===== src/pool_geometry_pkg.sv =====
`default_nettype none

package pool_geometry_pkg;

    // Input map of one channel
    localparam int IFM_SIZE = 8;

    // Stride 2 halves each side
    localparam int OFM_SIZE = IFM_SIZE / 2;

    localparam int PIXEL_WIDTH = 8;

    localparam int IFM_ADDR_WIDTH = 6;   // 64 pixels
    localparam int OFM_ADDR_WIDTH = 4;   // 16 results

    // Two pixels are read per cycle
    localparam int PAIRS_PER_ROW = IFM_SIZE / 2;

    // Pool enable to result valid
    localparam int POOL_LATENCY = 2;

    // Layer sequencer states
    typedef enum logic [1:0]
    {
        IDLE   = 2'b00,
        READ   = 2'b01,
        FINISH = 2'b10,
        HOLD   = 2'b11
    } pool_state_t;

endpackage

`default_nettype wire


===== src/pool_bus_pkg.sv =====
`default_nettype none

package pool_bus_pkg;

    localparam int WB_ADDR_WIDTH = 8;
    localparam int WB_DATA_WIDTH = 8;

    // Word addresses
    localparam logic [WB_ADDR_WIDTH-1:0] IFM_BASE  = 8'h00;
    localparam logic [WB_ADDR_WIDTH-1:0] OFM_BASE  = 8'h40;
    localparam logic [WB_ADDR_WIDTH-1:0] CTRL_ADDR = 8'h50;

    // Control register bit for write start and read busy
    localparam int CTRL_START_BIT = 0;

    // Write release / read result ready
    localparam int CTRL_RELEASE_BIT = 1;

    typedef enum logic [1:0]
    {
        REGION_IFM,
        REGION_OFM,
        REGION_CTRL,
        REGION_NONE
    } wb_region_t;

endpackage

`default_nettype wire


===== src/pool_control.sv =====
`timescale 1ns/1ns
`default_nettype none

module pool_control
(
    input  logic                                       clk,
    input  logic                                       reset,
    input  logic                                       start_pulse,
    input  logic                                       release_pulse,
    output logic                                       rd_en,
    output logic [pool_geometry_pkg::IFM_ADDR_WIDTH-1:0] rd_addr,
    output logic                                       fifo_shift,
    output logic                                       pool_en,
    output logic                                       ofm_wr_en,
    output logic [pool_geometry_pkg::OFM_ADDR_WIDTH-1:0] ofm_wr_addr,
    output logic                                       busy,
    output logic                                       result_ready
);

    import pool_geometry_pkg::*;

    pool_state_t state;
    pool_state_t state_next;

    logic                    last_pair;
    logic                    last_write;
    logic                    row_odd;
    logic [POOL_LATENCY-1:0] pool_dly;

    always_ff @(posedge clk or posedge reset)
    begin
        if (reset)
            state <= IDLE;
        else
            state <= state_next;
    end

    always_comb
    begin
        state_next = state;
        case (state)
            IDLE, FINISH:
            begin
                // Wait in HOLD while results are unreleased
                if (start_pulse)
                    state_next = result_ready ? HOLD : READ;
            end
            READ:
            begin
                if (last_pair)
                    state_next = FINISH;
            end
            HOLD:
            begin
                if (release_pulse)
                    state_next = READ;
            end
            default:
                state_next = IDLE;
        endcase
    end

    assign rd_en     = (state == READ);
    assign last_pair = (rd_addr == IFM_ADDR_WIDTH'(IFM_SIZE * IFM_SIZE - 2));

    // Pair address wraps to 0 after the last pair
    always_ff @(posedge clk or posedge reset)
    begin
        if (reset)
            rd_addr <= '0;
        else if (rd_en)
            rd_addr <= rd_addr + IFM_ADDR_WIDTH'(2);
    end

    // Pixels arrive one cycle after the read
    always_ff @(posedge clk or posedge reset)
    begin
        if (reset)
        begin
            fifo_shift <= 1'b0;
            row_odd    <= 1'b0;
        end
        else
        begin
            fifo_shift <= rd_en;
            row_odd    <= rd_addr[$clog2(IFM_SIZE)];
        end
    end

    assign pool_en = fifo_shift & row_odd;   // Only odd rows close a block

    always_ff @(posedge clk or posedge reset)
    begin
        if (reset)
            pool_dly <= '0;
        else
            pool_dly <= {pool_dly[POOL_LATENCY-2:0], pool_en};
    end

    assign ofm_wr_en  = pool_dly[POOL_LATENCY-1];
    assign last_write = ofm_wr_en && (ofm_wr_addr == OFM_ADDR_WIDTH'(OFM_SIZE * OFM_SIZE - 1));

    always_ff @(posedge clk or posedge reset)
    begin
        if (reset)
            ofm_wr_addr <= '0;
        else if (ofm_wr_en)
            ofm_wr_addr <= ofm_wr_addr + 1'b1;
    end

    // Output memory occupancy set by the last write until the host releases it
    always_ff @(posedge clk or posedge reset)
    begin
        if (reset)
            result_ready <= 1'b0;
        else if (last_write)
            result_ready <= 1'b1;
        else if (release_pulse)
            result_ready <= 1'b0;
    end

    assign busy = (state == READ) || (state == HOLD) || fifo_shift || (|pool_dly);

endmodule

`default_nettype wire


===== src/ifm_buffer.sv =====
`timescale 1ns/1ns
`default_nettype none

module ifm_buffer
(
    input  logic                                       clk,
    input  logic                                       wr_en,
    input  logic [pool_geometry_pkg::IFM_ADDR_WIDTH-1:0] wr_addr,
    input  logic [pool_geometry_pkg::PIXEL_WIDTH-1:0]    wr_data,
    input  logic                                       rd_en,
    input  logic [pool_geometry_pkg::IFM_ADDR_WIDTH-1:0] rd_addr,
    output logic [pool_geometry_pkg::PIXEL_WIDTH-1:0]    pix_a,
    output logic [pool_geometry_pkg::PIXEL_WIDTH-1:0]    pix_b
);

    import pool_geometry_pkg::*;

    logic [PIXEL_WIDTH-1:0]    mem [IFM_SIZE * IFM_SIZE];
    logic [IFM_ADDR_WIDTH-1:0] rd_addr_b;

    assign rd_addr_b = rd_addr + 1'b1;   // Right neighbour of an even address

    // Host write port
    always_ff @(posedge clk)
    begin
        if (wr_en)
            mem[wr_addr] <= wr_data;
    end

    always_ff @(posedge clk)
    begin
        if (rd_en)
        begin
            pix_a <= mem[rd_addr];
            pix_b <= mem[rd_addr_b];
        end
    end

endmodule

`default_nettype wire


===== src/row_fifo.sv =====
`timescale 1ns/1ns
`default_nettype none

module row_fifo
(
    input  logic                                    clk,
    input  logic                                    reset,
    input  logic                                    shift,
    input  logic [pool_geometry_pkg::PIXEL_WIDTH-1:0] in_a,
    input  logic [pool_geometry_pkg::PIXEL_WIDTH-1:0] in_b,
    output logic [pool_geometry_pkg::PIXEL_WIDTH-1:0] out_a,
    output logic [pool_geometry_pkg::PIXEL_WIDTH-1:0] out_b
);

    import pool_geometry_pkg::*;

    logic [PIXEL_WIDTH-1:0] line_a [PAIRS_PER_ROW];
    logic [PIXEL_WIDTH-1:0] line_b [PAIRS_PER_ROW];

    // One stage per pair in a row
    always_ff @(posedge clk or posedge reset)
    begin
        if (reset)
        begin
            for (int i = 0; i < PAIRS_PER_ROW; i++)
            begin
                line_a[i] <= '0;
                line_b[i] <= '0;
            end
        end
        else if (shift)
        begin
            line_a[0] <= in_a;
            line_b[0] <= in_b;
            for (int i = 1; i < PAIRS_PER_ROW; i++)
            begin
                line_a[i] <= line_a[i-1];
                line_b[i] <= line_b[i-1];
            end
        end
    end

    assign out_a = line_a[PAIRS_PER_ROW-1];
    assign out_b = line_b[PAIRS_PER_ROW-1];

endmodule

`default_nettype wire


===== src/max_pool_unit.sv =====
`timescale 1ns/1ns
`default_nettype none

module max_pool_unit
(
    input  logic                                    clk,
    input  logic                                    reset,
    input  logic                                    pool_en,
    input  logic [pool_geometry_pkg::PIXEL_WIDTH-1:0] cur_a,
    input  logic [pool_geometry_pkg::PIXEL_WIDTH-1:0] cur_b,
    input  logic [pool_geometry_pkg::PIXEL_WIDTH-1:0] above_a,
    input  logic [pool_geometry_pkg::PIXEL_WIDTH-1:0] above_b,
    output logic [pool_geometry_pkg::PIXEL_WIDTH-1:0] result
);

    import pool_geometry_pkg::*;

    logic [PIXEL_WIDTH-1:0] col_max_a;
    logic [PIXEL_WIDTH-1:0] col_max_b;
    logic                   stage1_valid;

    // Vertical maxima in stage one
    always_ff @(posedge clk)
    begin
        if (pool_en)
        begin
            col_max_a <= (cur_a > above_a) ? cur_a : above_a;
            col_max_b <= (cur_b > above_b) ? cur_b : above_b;
        end
    end

    always_ff @(posedge clk or posedge reset)
    begin
        if (reset)
            stage1_valid <= 1'b0;
        else
            stage1_valid <= pool_en;
    end

    // Horizontal maximum in stage two
    always_ff @(posedge clk)
    begin
        if (stage1_valid)
            result <= (col_max_a > col_max_b) ? col_max_a : col_max_b;
    end

endmodule

`default_nettype wire


===== src/ofm_buffer.sv =====
`timescale 1ns/1ns
`default_nettype none

module ofm_buffer
(
    input  logic                                       clk,
    input  logic                                       wr_en,
    input  logic [pool_geometry_pkg::OFM_ADDR_WIDTH-1:0] wr_addr,
    input  logic [pool_geometry_pkg::PIXEL_WIDTH-1:0]    wr_data,
    input  logic [pool_geometry_pkg::OFM_ADDR_WIDTH-1:0] rd_addr,
    output logic [pool_geometry_pkg::PIXEL_WIDTH-1:0]    rd_data
);

    import pool_geometry_pkg::*;

    // Pooled map in row order
    logic [PIXEL_WIDTH-1:0] mem [OFM_SIZE * OFM_SIZE];

    always_ff @(posedge clk)
    begin
        if (wr_en)
            mem[wr_addr] <= wr_data;
    end

    // Registered on the bus side
    assign rd_data = mem[rd_addr];

endmodule

`default_nettype wire


===== src/wb_host_regs.sv =====
`timescale 1ns/1ns
`default_nettype none

module wb_host_regs
(
    input  logic                                       clk,
    input  logic                                       reset,
    input  logic                                       wb_cyc,
    input  logic                                       wb_stb,
    input  logic                                       wb_we,
    input  logic [pool_bus_pkg::WB_ADDR_WIDTH-1:0]       wb_adr,
    input  logic [pool_bus_pkg::WB_DATA_WIDTH-1:0]       wb_dat_w,
    input  logic [pool_bus_pkg::WB_DATA_WIDTH/8-1:0]     wb_sel,
    output logic [pool_bus_pkg::WB_DATA_WIDTH-1:0]       wb_dat_r,
    output logic                                       wb_ack,
    output logic                                       ifm_wr_en,
    output logic [pool_geometry_pkg::IFM_ADDR_WIDTH-1:0] ifm_wr_addr,
    output logic [pool_geometry_pkg::PIXEL_WIDTH-1:0]    ifm_wr_data,
    output logic [pool_geometry_pkg::OFM_ADDR_WIDTH-1:0] ofm_rd_addr,
    input  logic [pool_geometry_pkg::PIXEL_WIDTH-1:0]    ofm_rd_data,
    output logic                                       start_pulse,
    output logic                                       release_pulse,
    input  logic                                       busy,
    input  logic                                       result_ready
);

    import pool_geometry_pkg::*;
    import pool_bus_pkg::*;

    wb_region_t               region;
    logic [WB_ADDR_WIDTH-1:0] ifm_off;
    logic [WB_ADDR_WIDTH-1:0] ofm_off;
    logic [WB_DATA_WIDTH-1:0] status;
    logic                     access;
    logic                     wr_access;

    assign ifm_off = wb_adr - IFM_BASE;
    assign ofm_off = wb_adr - OFM_BASE;

    always_comb
    begin
        if (ifm_off < WB_ADDR_WIDTH'(IFM_SIZE * IFM_SIZE))
            region = REGION_IFM;
        else if (ofm_off < WB_ADDR_WIDTH'(OFM_SIZE * OFM_SIZE))
            region = REGION_OFM;
        else if (wb_adr == CTRL_ADDR)
            region = REGION_CTRL;
        else
            region = REGION_NONE;
    end

    // New cycle not yet acked
    assign access    = wb_cyc & wb_stb & ~wb_ack;
    assign wr_access = access & wb_we & wb_sel[0];

    always_ff @(posedge clk or posedge reset)
    begin
        if (reset)
            wb_ack <= 1'b0;
        else
            wb_ack <= access;
    end

    assign ifm_wr_en     = wr_access && (region == REGION_IFM);
    assign ifm_wr_addr   = ifm_off[IFM_ADDR_WIDTH-1:0];
    assign ifm_wr_data   = wb_dat_w;
    assign start_pulse   = wr_access && (region == REGION_CTRL) && wb_dat_w[CTRL_START_BIT];
    assign release_pulse = wr_access && (region == REGION_CTRL) && wb_dat_w[CTRL_RELEASE_BIT];

    assign ofm_rd_addr = ofm_off[OFM_ADDR_WIDTH-1:0];

    always_comb
    begin
        status                   = '0;
        status[CTRL_START_BIT]   = busy;
        status[CTRL_RELEASE_BIT] = result_ready;
    end

    // Input map and unmapped space read as zero
    always_ff @(posedge clk)
    begin
        if (access && !wb_we)
        begin
            case (region)
                REGION_OFM:  wb_dat_r <= ofm_rd_data;
                REGION_CTRL: wb_dat_r <= status;
                default:     wb_dat_r <= '0;
            endcase
        end
    end

endmodule

`default_nettype wire


===== src/pool_layer_top.sv =====
`timescale 1ns/1ns
`default_nettype none

module pool_layer_top
(
    input  logic                                   clk,
    input  logic                                   reset,
    input  logic                                   wb_cyc,
    input  logic                                   wb_stb,
    input  logic                                   wb_we,
    input  logic [pool_bus_pkg::WB_ADDR_WIDTH-1:0]   wb_adr,
    input  logic [pool_bus_pkg::WB_DATA_WIDTH-1:0]   wb_dat_w,
    input  logic [pool_bus_pkg::WB_DATA_WIDTH/8-1:0] wb_sel,
    output logic [pool_bus_pkg::WB_DATA_WIDTH-1:0]   wb_dat_r,
    output logic                                   wb_ack
);

    import pool_geometry_pkg::*;

    logic                      ifm_wr_en;
    logic [IFM_ADDR_WIDTH-1:0] ifm_wr_addr;
    logic [PIXEL_WIDTH-1:0]    ifm_wr_data;
    logic [OFM_ADDR_WIDTH-1:0] ofm_rd_addr;
    logic [PIXEL_WIDTH-1:0]    ofm_rd_data;
    logic                      start_pulse;
    logic                      release_pulse;
    logic                      busy;
    logic                      result_ready;
    logic                      rd_en;
    logic [IFM_ADDR_WIDTH-1:0] rd_addr;
    logic [PIXEL_WIDTH-1:0]    pix_a;
    logic [PIXEL_WIDTH-1:0]    pix_b;
    logic                      fifo_shift;
    logic [PIXEL_WIDTH-1:0]    above_a;
    logic [PIXEL_WIDTH-1:0]    above_b;
    logic                      pool_en;
    logic [PIXEL_WIDTH-1:0]    pool_result;
    logic                      ofm_wr_en;
    logic [OFM_ADDR_WIDTH-1:0] ofm_wr_addr;

    wb_host_regs u_host (.clk, .reset, .wb_cyc, .wb_stb, .wb_we, .wb_adr, .wb_dat_w, .wb_sel,
        .wb_dat_r, .wb_ack, .ifm_wr_en, .ifm_wr_addr, .ifm_wr_data, .ofm_rd_addr, .ofm_rd_data,
        .start_pulse, .release_pulse, .busy, .result_ready);

    pool_control u_control (.clk, .reset, .start_pulse, .release_pulse, .rd_en, .rd_addr,
        .fifo_shift, .pool_en, .ofm_wr_en, .ofm_wr_addr, .busy, .result_ready);

    ifm_buffer u_ifm (.clk, .wr_en(ifm_wr_en), .wr_addr(ifm_wr_addr), .wr_data(ifm_wr_data),
        .rd_en, .rd_addr, .pix_a, .pix_b);

    // Pair from the row above
    row_fifo u_row_fifo (.clk, .reset, .shift(fifo_shift), .in_a(pix_a), .in_b(pix_b),
        .out_a(above_a), .out_b(above_b));

    max_pool_unit u_pool (.clk, .reset, .pool_en, .cur_a(pix_a), .cur_b(pix_b),
        .above_a, .above_b, .result(pool_result));

    ofm_buffer u_ofm (.clk, .wr_en(ofm_wr_en), .wr_addr(ofm_wr_addr), .wr_data(pool_result),
        .rd_addr(ofm_rd_addr), .rd_data(ofm_rd_data));

endmodule

`default_nettype wire


===== config.mk =====
export PLATFORM = sky130hd
export DESIGN_NAME = pool_layer_top
export DESIGN_NICKNAME = d
export VERILOG_FILES = /design/src/pool_geometry_pkg.sv /design/src/pool_bus_pkg.sv /design/src/pool_control.sv /design/src/ifm_buffer.sv /design/src/row_fifo.sv /design/src/max_pool_unit.sv /design/src/ofm_buffer.sv /design/src/wb_host_regs.sv /design/src/pool_layer_top.sv
export SDC_FILE = /design/constraint.sdc
export NUM_CORES = 1
export LEC_CHECK = 0
export BUFFER_PORTS_ARGS = -buffer_cell sky130_fd_sc_hd__buf_2
export CORE_ASPECT_RATIO = 1.25
export CORE_MARGIN = 2
export CORE_UTILIZATION = 40
export CTS_BUF_LIST = sky130_fd_sc_hd__clkbuf_8
export CTS_CLUSTER_SIZE = 10
export DETAILED_ROUTE_END_ITERATION = 10
export PLACE_DENSITY_LB_ADDON = 0.1
export SETUP_SLACK_MARGIN = 0.4
export SYNTH_ARGS = -nofsm -noshare
export SYNTH_HDL_FRONTEND = slang
export SYNTH_SLANG_ARGS = --single-unit

===== constraint.sdc =====
create_clock -name clk -period 2.39 [get_ports clk]
set_input_delay 0.1195 -clock clk [delete_from_list [all_inputs] [get_ports clk]]
set_output_delay 0.1195 -clock clk [all_outputs]
set_load 0.005 [all_outputs]

==> results of run 1 <==
per-layer routing:
metal,vias to the layer above,routed length [um],GRT usage
li1,6961,-,-
met1,8193,30200,0.239
met2,348,37100,0.319
met3,105,2710,0.0293
met4,0,1750,0.0693
met5,-,0,0
flip-flops by register name (all words and copies together) (netlist names), 8 cells and up:
signal and cells:
u_row_fifo.line_a 24, u_host.wb_dat_r 8, u_row_fifo.line_b 24, u_row_fifo.out_b 8, u_row_fifo.out_a 8, u_ifm.mem 512, u_ofm.mem 128, u_pool.col_max_a 8
u_pool.col_max_b 8, u_ifm.pix_a 8, u_ifm.pix_b 8, u_pool.result 8
through the flow:
stage	setup WS, ps	hold slack (ps)	instances	setup TNS (ps)	utilization
floorplan	-221	218	1555	-451	-
global placement	-216	294	2653	-448	0.440
detailed placement	-215	310	2653	-471	0.440
CTS	220	7.31	2915	0	0.486
global route	200	68.3	2929	0	0.495
finish	215	84.2	2929	0	0.495
timing repair:
| item | CTS | global route |
|---|---|---|
| cloned | 4 | 1 |
| hold buffers | 13 | 0 |
| endpoints found under the setup margin | 552 | 380 |
| pin swaps | 19 | 24 |
| setup buffers | 25 | 12 |
| endpoints found under the hold margin | 318 | 0 |
| resized for setup | 134 | 131 |
cells in the final DEF, fill, tap and decap left out, drive strengths merged, types with 5 or more instances in the layout:
cell,Yosys,routed
nor3,5,5
or2,5,5
nand3b,10,10
a211oi,5,5
dlygate4sd3,0,13
nand2,51,51
nand4,7,7
o22ai,71,71
or3,5,5
clkbuf,31,132
dfrtp,81,81
or3b,5,5
o211ai,6,6
buf,52,253
mux4,143,143
o221a,8,8
ha,32,32
o21ai,33,33
mux2i,24,24
edfxtp,688,688
nand2b,8,8
a21oi,18,18
o32ai,9,9
inv,30,71
nor2,86,86
nor2b,9,9
mux2,72,72
clkinv,0,41
nor4,17,17
nand3,8,8
final timing paths:
kind | end | slack, ps | depth (start not counted)
max in group asynchronous | u_control.rd_addr[3] | 1600 | 4
min in group asynchronous | u_row_fifo.out_a[2] | 100 | 3
max reg2reg | u_ifm.pix_a[0] | 220 | 7
min | u_host.wb_dat_r[6] | 80 | 4
max | u_ifm.pix_a[0] | 220 | 7
min reg2reg | u_row_fifo.out_a[5] | 470 | 2
cells by family (layout without fill, tap and decap cells):
kind of cell | Yosys count | count (layout) | synth area share
xor gates and xnor gates | 6 | 6 | 0.00174
other | 0 | 1 | 0
and+or+nand+nor | 228 | 228 | 0.0367
DFF | 769 | 769 | 0.750
AOI/OAI and AO/OA | 168 | 168 | 0.0378
muxes | 239 | 239 | 0.141
buffers and inverters | 113 | 517 | 0.0190
adders and majority gates | 32 | 32 | 0.0132
power groups by stage:
| stage | clock network (mW) | logic [mW] | registers [mW] |
|---|---|---|---|
| finish | 10.5 | 10.1 | 16.3 |
| CTS | 10.9 | 9.87 | 16.3 |
| global route | 11.4 | 10.8 | 16.4 |
| detailed placement | 0 | 8.37 | 16.6 |
| global placement | 0 | 8.28 | 16.5 |
| floorplan | 0 | 5.63 | 16.2 |
area by class of cell:
cell class                      instances  area share
Antenna cell                            1   0.0000677
Tap cell                              969      0.0328
Clock buffer                          131      0.0487
Clock inverter                         89      0.0129
Multi-Input combinational cell        673       0.216
Sequential cell                       769       0.614
Inverter                               30     0.00315
Timing Repair Buffer                  267      0.0726
worst max-delay path, cell delays in order, from the launching register on:
cell	delay [ps]
dfrtp_4	450
buf_12	190
buf_12	130
buf_16	140
mux4_2	530
o22ai_4	220
nor4_1	90
buf_4	140
==> flow_summary.ini, run 1 <==
[floorplanning]
die_area_um2 = 77800
core_area_um2 = 74700
ios = 31
rows = 112
start_util = 0.405
die_w_um = 250
fp.dieH_um = 311

[logic_synthesis]
async_flop_share = 0.105
synth_top_cell_by_area = edfxtp_1
syn-num-nets = 1609
yosys.cell_count.top_type = edfxtp_1
syn-instance-count = 1555
ys.flop_type = edfxtp_1
synth.area.top_cells = edfxtp_1 (68%), mux4_2 (11%), dfrtp_1 (6.7%)
synth.avg_cell_area_um2 = 19.4
yosysWarningCount = 0
ys_types = 61
synth_seq_area_share = 0.750
synth_top_area_frac = 0.683
ys_top_cells_by_count = edfxtp_1 (688), mux4_2 (143), nor2_1 (86)
synth-edff-count = 688
synth-seq-cells = 769
synth_area_um2 = 30200

[drt]
drc = 0
first_pass_iters = 5
wire_per_inst_um = 24.5
vias_per_cell = 5.33
vias = 15600
drt_iter0_markers = 1099
ant_nets = 0
wl_mm = 71.7

[clock_tree]
clkTransAtPathRegs_ps = 60
htree_levels = 3
clock-sinks = 769
clk_latency_ps = 730
cts_buffers = 120
cts-root-buf = clkbuf_8
clock_path_buffers = 3
cts_tree = built

[power]
finalPower_mw = 36.9
intPower_mw = 26.5
seq_power_share = 0.442
share_comb_of_total_power = 0.274
p_sw_frac = 0.281
p_clk_frac = 0.284
p_switching_mw = 10.4
leakage_nw = 12.5
peakVddDrop_v = 0.000460
power.density_nw_per_um2 = 998

[worst_setup_path]
crit-reg2reg-launch = u_control.rd_addr[2]
crit_fanout = 9
worstSetupEndpointType = flop
startpoint_type = flop
worst_ep_arrival_time_ps = 2630
crit_type = reg -> reg
required_ps = 2850
worstSetupStartpoint = u_control.rd_addr[2]

[timing]
period_share = 0.910
fin_crit_ps = 2170
clock_skew_ps = 36.8
setup_viol = 0
finalMaxSlewViolations = 0
rsz0062_at_grt = true
relSlewSlack = 0.368
final-hold-violation-count = 0
fmax_mhz = 460
worstMarginPinSlew_ps = 945

[global_routing]
grt_pass1_wl_mm = 107
overflow = 0
grt_max_degree = 67
globalRouteTotalUtil = 0.186
antenna_found_initial = 1
grt_pass1_vias = 16500

[layout]
nets = 1915
nFillCells = 6207
register_area_um2 = 22700
stdcell_area_um2 = 37000
multi_input_area_um2 = 7990
layout-area-overhead-vs-synth_pct = 22.3
drive_gt1_frac = 0.393

[flow_run]
drv_cap = 0

[status]
outcome = completed

[placement]
portBuffers = 30
place_area_um2 = 32900
routabilityCongestion = 0.790
dp_hpwl_mm = 45.8

[min_path]
worst_hold_startpoint = wb_adr[3]
min_path_type = in -> reg
Note: power is estimated with default switching activity, not from simulation.
==> inputs of run 2 (changes only) <==
==> constraint.sdc (replaced) <==
create_clock -name clk -period 2.1 [get_ports clk]
set_input_delay 0.105 -clock clk [delete_from_list [all_inputs] [get_ports clk]]
set_output_delay 0.105 -clock clk [all_outputs]
set_load 0.005 [all_outputs]
==> flow_summary.ini, run 2 (synthesized netlist as in run 1, its figures left out) <==
[layout]
nFillCells = 5937
final_cell_mix = edfxtp_1 (688), buf_4 (176), mux4_2 (143)
layout_commonest_cell = edfxtp_1
drive_gt1_frac = 0.445
fin_cells = 3028
largestRegisters = u_ifm.mem (512), u_ofm.mem (128)
largest_register_ffs = 512
nets = 2014
layout-area-overhead-vs-synth_pct = 28.7
stdcell_area_um2 = 38900
fin_util = 0.521
top_register = u_ifm.mem

[power]
leakage_nw = 13.2
seq_power_share = 0.425
p_sw_frac = 0.280
share_comb_of_total_power = 0.288
peakVddDrop_v = 0.000578
power.density_nw_per_um2 = 1120
intPower_mw = 31.4
finalPower_mw = 43.6
p_switching_mw = 12.2
p_clk_frac = 0.287

[worst_setup_path]
critPathMaxStageDelay_ps = 550
crit_type = reg -> reg
worstPathBufferInverterCount = 4
worstSetupEndpointType = flop
crit_top_cell = buf_4
rr_endpoint = u_ifm.pix_b[7]
worstSetupStartpoint = u_control.rd_addr[2]
crit-reg2reg-launch = u_control.rd_addr[2]
crit_fanout = 8
r2r_setup_slack_ps = -80
path_cells = buf_12, buf_4, mux4_2, o22ai_2, buf_6, nor4_4, buf_4
path_depth = 7
slowest_stage = mux4_2
required_ps = 2590
startpoint_type = flop
critical_path.top_delay_family = buffers and inverters
reg2regPathDepth = 7
worstSetupEndpoint = u_ifm.pix_b[7]
worst_ep_arrival_time_ps = 2670

[global_routing]
antenna_found_initial = 1
overflow = 0
grt_max_degree = 80
grt_pass1_vias = 17100
grt_pass1_wl_mm = 111
globalRouteTotalUtil = 0.192

[drt]
route.met2.wl_mm = 38.5
drt_iter0_markers = 1029
drc = 0
top_layer_used = met4
wl_mm = 74.0
dr_wl_met3_mm = 3.01
ant_nets = 0
vias_per_cell = 5.31
vias = 16100
wirelength_met1_mm = 30.9
first_pass_iters = 5
wire_per_inst_um = 24.4

[clock_tree]
clock-sinks = 769
clk_latency_ps = 740
htree_levels = 3
cts_buffers = 121
cts-root-buf = clkbuf_8
cts_tree = built
clkTransAtPathRegs_ps = 60
clock_path_buffers = 3

[timing]
period_share = 1.04
worst_slack_ps = -84.6
setup_viol = 13
finalMaxSlewViolations = 0
rsz0062_at_grt = true
fin_crit_ps = 2180
relSlewSlack = 0.481
hold-worst-slack_ps = 161
final-hold-violation-count = 0
worstMarginPinSlew_ps = 778
tns_ps = -496
clock_skew_ps = 24.5
fmax_mhz = 458

[floorplanning]
start_util = 0.405
core_area_um2 = 74700
rows = 112
ios = 31
die_w_um = 250
die_area_um2 = 77800
fp.dieH_um = 311

[placement]
portBuffers = 30
place_inst = 2694
dp_slack_ps = -574
place_area_um2 = 33600
routabilityCongestion = 0.790
dp_hpwl_mm = 47.3

[flow_run]
drv_cap = 0

[status]
outcome = finished with violations
violations = negative setup slack

[min_path]
min_path_type = in -> reg
-- run 2: how the worst min path moves through the flow --
| stage | startpoint | end | slack [ps] | depth (start not counted) |
|---|---|---|---|---|
| floorplan | wb_dat_w[0] | u_ifm.mem[0][0] | 200 | 0 |
| CTS | wb_adr[0] | u_host.wb_dat_r[4] | 90 | 3 |
| finish | wb_adr[0] | u_host.wb_dat_r[4] | 160 | 3 |
| detailed placement | reset | u_row_fifo.line_a[20] | 250 | 2 |
| global route | wb_adr[0] | u_host.wb_dat_r[4] | 170 | 3 |
| global placement | reset | u_row_fifo.line_a[20] | 240 | 2 |
-- run 2: cell type report --
class	instances	area (um2)	area share
clock inverters	92	612	0.0157
diodes	1	2.50	0.0000643
inverters	30	116	0.00299
flip-flops and latches	769	22700	0.583
repair buffers	365	3910	0.100
clock buffers	129	1780	0.0456
well taps	969	1210	0.0312
multi-input cells	673	8600	0.221
-- run 2: routing by layer --
| metal | GRT usage | vias to the layer above |
|---|---|---|
| met2 | 0.332 | 342 |
| met1 | 0.249 | 8482 |
| met5 | 0 | - |
| met3 | 0.0317 | 98 |
| met4 | 0.0539 | 0 |
| li1 | - | 7167 |
-- run 2: repair_timing --
action                                  in CTS  in global routing
resized for setup                          213                108
hold endpoints to repair                   374                  0
pin swaps                                   49                 60
buffers inserted                            72                 20
hold buffers                                17                  0
endpoints found under the setup margin     557                567
cloned                                       1                  2
-- run 2: power by group through the flow --
stage	registers [mW]	logic [mW]	clock network (mW)
5_1_grt	18.6	13.4	13.6
2_1_floorplan	18.5	6.57	0
6_report	18.5	12.5	12.5
4_1_cts	18.5	11.5	12.9
3_3_place_gp	18.8	10.1	0
3_5_place_dp	18.8	10.2	0
-- run 2: tightest hold or removal path: cells and delay by family --
kind	cells	cell delay (ps)
AOI/OAI and AO/OA	1	220
buffers and inverters	2	430
